## config.mk

```make
export PLATFORM = sky130hd
export DESIGN_NAME = result_unit
export DESIGN_NICKNAME = d
export VERILOG_FILES = /design/src/source/core_pkg.sv /design/src/source/result_unit.sv
export SDC_FILE = /design/constraint.sdc
export NUM_CORES = 1
export LEC_CHECK = 0
export BUFFER_PORTS_ARGS = -buffer_cell sky130_fd_sc_hd__buf_2
export CORE_AREA = 10 10 125 127
export DETAILED_ROUTE_END_ITERATION = 10
export DIE_AREA = 0 0 135 137
export GPL_ROUTABILITY_DRIVEN = 0
export HOLD_SLACK_MARGIN = 0.06
export MAX_ROUTING_LAYER = met4
export SLEW_MARGIN = 20
export SYNTH_ARGS = -nofsm -noshare
export SYNTH_HDL_FRONTEND = slang
export SYNTH_SLANG_ARGS = --single-unit
```

## constraint.sdc

```tcl
create_clock -name clk -period 0.8 [get_ports clk]
set_input_delay 0.04 -clock clk [delete_from_list [all_inputs] [get_ports clk]]
set_output_delay 0.04 -clock clk [all_outputs]
set_load 0.005 [all_outputs]
```

## src/source/core_pkg.sv

```systemverilog
`default_nettype none

package core_pkg;

  localparam int word_width      = 64;
  localparam int instr_width     = 32;
  localparam int reg_addr_width  = 5;
  localparam int reg_count       = 32;
  localparam int imem_addr_width = 8;
  localparam int imem_depth      = 256;

  // funct3 codes of the supported subset
  localparam logic [2:0] f3_add_sub = 3'b000;
  localparam logic [2:0] f3_sll     = 3'b001;
  localparam logic [2:0] f3_slt     = 3'b010;
  localparam logic [2:0] f3_xor     = 3'b100;
  localparam logic [2:0] f3_srl     = 3'b101;
  localparam logic [2:0] f3_or      = 3'b110;
  localparam logic [2:0] f3_and     = 3'b111;
  localparam logic [2:0] f3_addi    = 3'b000;
  localparam logic [2:0] f3_beq     = 3'b000;
  localparam logic [2:0] f3_bne     = 3'b001;
  localparam logic [2:0] f3_priv    = 3'b000;

  // funct7 and funct12 codes
  localparam logic [6:0]  f7_base   = 7'b0000000;
  localparam logic [6:0]  f7_alt    = 7'b0100000;
  localparam logic [11:0] f12_ecall = 12'h000;

  typedef enum logic [6:0] {
    op_alu    = 7'b0110011,
    op_imm    = 7'b0010011,
    op_lui    = 7'b0110111,
    op_branch = 7'b1100011,
    op_jal    = 7'b1101111,
    op_system = 7'b1110011
  } opcode_t;

  typedef enum logic [3:0] {
    alu_add,
    alu_sub,
    alu_and,
    alu_or,
    alu_xor,
    alu_slt,
    alu_sll,
    alu_srl,
    alu_pass_b,
    alu_link
  } alu_op_t;

  typedef enum logic [1:0] {
    br_none,
    br_eq,
    br_ne,
    br_jal
  } branch_kind_t;

endpackage

`default_nettype wire

```

## src/source/result_unit.sv

```systemverilog
`default_nettype none

module result_unit import core_pkg::*; (
  input  logic                      clk,
  input  logic                      reset,
  input  logic                      e_valid,
  input  logic [word_width-1:0]     e_pc,
  input  logic [reg_addr_width-1:0] e_rd,
  input  logic [word_width-1:0]     e_value,
  input  logic                      e_is_ecall,
  output logic                      wb_en,
  output logic [reg_addr_width-1:0] wb_rd,
  output logic [word_width-1:0]     wb_value,
  output logic                      retire_valid,
  output logic [word_width-1:0]     retire_pc,
  output logic [reg_addr_width-1:0] retire_rd,
  output logic [word_width-1:0]     retire_value,
  output logic                      halted
);

  // register-file write and forward source, straight from the execute register
  assign wb_en    = e_valid && (e_rd != '0) && !halted;
  assign wb_rd    = e_rd;
  assign wb_value = e_value;

  always_ff @(posedge clk) begin
    if (reset) begin
      retire_valid <= 1'b0;
      halted       <= 1'b0;
    end else begin
      retire_valid <= e_valid && !halted;
      if (e_valid && e_is_ecall) begin
        halted <= 1'b1;
      end
    end
  end

  always_ff @(posedge clk) begin
    retire_pc    <= e_pc;
    retire_rd    <= e_rd;
    retire_value <= e_value;
  end

endmodule

`default_nettype wire

```

# Word-level counts from Yosys, hierarchy flattened
# Index checks and enable logic that the tools add are counted.
dict set report op_classes {
  reduce_logical 6
}
# op count
set ops {}
lappend ops {{$reduce_bool 5->1} 1}
lappend ops {{$logic_and 1x1->1} 4}
lappend ops {{$logic_not 1->1} 1}
dict set report word_totals {
  regBits 135
}

# Logic depth before layout (Yosys ltp)
dict set report depth {
  depth_word 3
  ltp_mapped 2
  ltp_nobuf 2
}

# Least setup slack after synthesis
# OpenSTA, ideal clock, no wires.
dict set report synth_timing {
  kind {flip-flop to flip-flop}
  startpoint {reg halted}
  endpoint {reg retire_valid}
  setup_time_ns 0.109
  arrival_time_ns 0.500
  required_time_ns 0.691
  setup_slack_ns 0.190
  path_stages_with_launch 3
  synth_period_minus_slack_ns 0.610
  cell_sequence {dfxtp_1 -> nand2b_4 -> nor2_1}
}
dict set report synth_between {
  elab_chain_len 2
}
# item line
set synth_lines {}
lappend synth_lines {{from (decl)} result_unit.sv:18} ;# output logic halted
lappend synth_lines {{from (signal assigned)} result_unit.sv:29} ;# halted <= 1'b0;
lappend synth_lines {{from (signal assigned)} result_unit.sv:33} ;# halted <= 1'b1;
lappend synth_lines {{$logic_not 1->1} result_unit.sv:31} ;# retire_valid <= e_valid && !halted;
lappend synth_lines {{$logic_and 1x1->1} result_unit.sv:31}
lappend synth_lines {{to (signal assigned)} result_unit.sv:31}
lappend synth_lines {{to (decl)} result_unit.sv:14} ;# output logic retire_valid,
# No other way between the ends.
# A chain may end at the register's enable or synchronous reset.

# Final worst setup path
dict set report layout_timing {
  startpoint {reg halted}
  endpoint {out wb_en}
}
dict set report layout_between {
  elab_chain_len 2
}
# item line
set layout_lines {}
lappend layout_lines {{$logic_not 1->1} result_unit.sv:22} ;# assign wb_en = e_valid && (e_rd != '0) && !halted;
lappend layout_lines {{$logic_and 1x1->1} result_unit.sv:22}
lappend layout_lines {{to (decl)} result_unit.sv:11} ;# output logic wb_en,
# No other way between the ends.

==> flow_summary.toml <==
[outcome]
run_status = "complete, but fails checks"
violations = "hold timing, setup timing"

[power_and_ir_drop]
power.share.switching = 0.2132
seq_power_share = 0.440
finalPower_mw = 16.47
clkPwrFrac = 0.451
powerDensity_nw_per_um2 = 2350
leakagePower_nw = 3.452
pwr-share-comb = 0.109
p_int_mw = 12.96
switchingPower_mw = 3.511
irDropWorstVdd_v = 0.001473

[sta]
finalClockSkew_ns = 0.000006078
setup_tns_ns = -8.388
worst_pin_slew_ns = 0.1794
final-setup-viol-count = 136
report.final.slew_viol_count = 0
final_hold_viol_count = 1
relSlewSlack = 0.8797
postLayoutSetupSlackWorst_ns = -0.3055
clock.fmax_ghz = 0.9045
rsz0062_at_grt = "true"
hold_ws_ns = -0.03308
min_period_ns = 1.106
fin_crit_sh = 1.382

[setup_path]
slowest_stage = "dfxtp_2"
ff2ff_path_depth = 3
r2r_slack_ns = 0.06
crit_chain = "nand2b_4 > a21oi_2 > buf_2"
r2r-end = "retire_valid"
worstPathArrival_ns = 1.07
critPathKind = "reg2out"
crit_start = "halted"
critPathMaxStageDelay_ns = 0.32
cpLargestDelayFamily = "flip-flops"
cp-end-kind = "output pin"
required_ns = 0.76
critPathLaunchType = "flop"
cp_num_buf_inv = 1
cp_max_fo = 2
r2r_start = "halted"

[drt]
drc = 0
ant_nets = 0
vias = 3060
drtPass1Iterations = 3
drt_iter0_drc = 80
wire_per_inst_um = 17.54
wl_mm = 14.58
viasPerCell = 3.682

[placement]
post-place-ws_ns = 0.1073
placed_cells = 659
dp_hpwl_mm = 10.24
port_buffers = 341

[floorplan]
die-area_sq_um = 18500
coreArea_sq_um = 13090
io_pins = 342
initial_core_util = 0.2499
fp.dieH_um = 137
fp.dieW_um = 135
rows = 42

[finish]
fin_cells = 831
nFillCells = 1053
final_nets = 776
drive_above_1_share = 0.6605
syn_to_final_growth_pct = 114.4

[yosys]
synth-simple-area-share = 0.01072
synth_cell_type_count = 7
synth_top_family_by_area = "buffers and inverters"
ys_seq_area_frac = 0.8266
netlist_area_sq_um = 3269
synthAdderAreaFrac = 0
postSynthCellCount = 211
ys_seq_elements = 135
synthXorXnorAreaFrac = 0
syn_area_per_cell_sq_um = 15.49
syn-num-nets = 348
yosys_warnings = 0
synth_compound_area_frac = 0.004210
synth.area.mux_share = 0

[hold_path]
whs_endpoint = "halted"
min_path_cells = 3
min_path_type = "in2reg"
hp-start = "e_valid"

[clocking]
clk_pin_slew_ns = 0.06
cts_hold_buf = 135
clk_latency_ns = 0.40
cts_buffer_depth = 2
cts-root-buf = "clkbuf_16"
cts_tree = "done"
cts_buffers = 17
cts_htree_levels = 4
cts.sinks = 135

[global_route]
grt_remaining_overflow = 0
grt_max_degree = 17
antenna_found_initial = 4
grt_usage = 0.1488
first_global_vias = 3662
grt_pass1_wl_mm = 20.40

[job]
max_cap_violations = 0
==> how the worst max path moves through the flow <==
stage	endpoint	slack [ns]	cells past startpoint
2_1_floorplan	retire_valid	0.19	2
3_3_place_gp	wb_en	0.11	3
3_5_place_dp	wb_en	0.11	3
4_1_cts	wb_en	-0.33	3
5_1_grt	wb_en	-0.36	3
6_report	wb_en	-0.31	3
==> worst min-delay path, cell delays in order <==
cell     delay [ns]
buf_2          0.13
a21oi_2        0.06
nor2_1         0.09
==> placed cells by master, fill, tap and decap left out, drive strengths merged <==
master       netlist  routed
clkinv             0       4
nor3               1       1
bufinv             0       2
clkinvlp           0       3
nand2b             1       1
clkbuf             0      20
nor2               3       3
inv                0       2
a21oi              2       2
buf               69     343
diode              0       4
dlygate4sd3        0     135
dfxtp            135     135
==> repair_timing <==
action,4_1_cts,5_1_grt
endpoints found under the setup margin,136,137
gates resized for setup,28,77
hold endpoints to repair,135,2
cloned,0,0
buffers inserted,1,1
==> synth_stat cells <==
cell type | n | area share
nand2b_4 | 1 | 0.0042
nor3_2 | 1 | 0.0031
buf_4 | 69 | 0.16
a21oi_2 | 1 | 0.0027
a21oi_1 | 1 | 0.0015
dfxtp_1 | 135 | 0.83
nor2_1 | 3 | 0.0034
==> flip-flops by register name (all words and copies together) (netlist names) <==
signal        flops
halted            1
retire_valid      1
retire_rd         5
retire_pc        64
retire_value     64
==> metal layers <==
layer / global-route usage / wire (um)
met5: - / 0
met4: 0.06160 / 206
met3: 0.07111 / 1538
met2: 0.2492 / 7519
met1: 0.1464 / 5311
==> cell families after synthesis <==
kind of cell	count (synthesis)
flops	135
buf+inv	69
simple gates	5
compound gates	2
==> through the flow <==
stage          utilization  area (sq um)  hold WS (ns)
6_report            0.5357          7009      -0.03308
5_1_grt             0.5357          7009      -0.03543
4_1_cts             0.5119          6698       -0.1126
3_5_place_dp        0.3575          4678        0.1436
3_3_place_gp        0.3575          4678        0.1417
2_1_floorplan            -          3269       0.06772
==> final cells by class <==
class	count	area, sq um	share of cell area
Antenna cell	4	10.01	0.001428
Clock buffer	20	446.7	0.06373
Clock inverter	11	123.9	0.01767
Multi-Input combinational cell	7	52.55	0.007497
Sequential cell	135	2770	0.3952
Tap cell	176	220.2	0.03142
Timing Repair Buffer	478	3386	0.4830
==> power by group through the flow <==
stage | Combinational (mW) | Clock, mW | Sequential [mW]
3_3_place_gp | 1.09 | 0 | 7.31
6_report | 1.79 | 7.43 | 7.25
2_1_floorplan | 0.299 | 0 | 7.38
4_1_cts | 1.66 | 7.60 | 7.19
5_1_grt | 1.93 | 8.00 | 7.28
3_5_place_dp | 1.11 | 0 | 7.32
Note: power is estimated with default switching activity, not from simulation.
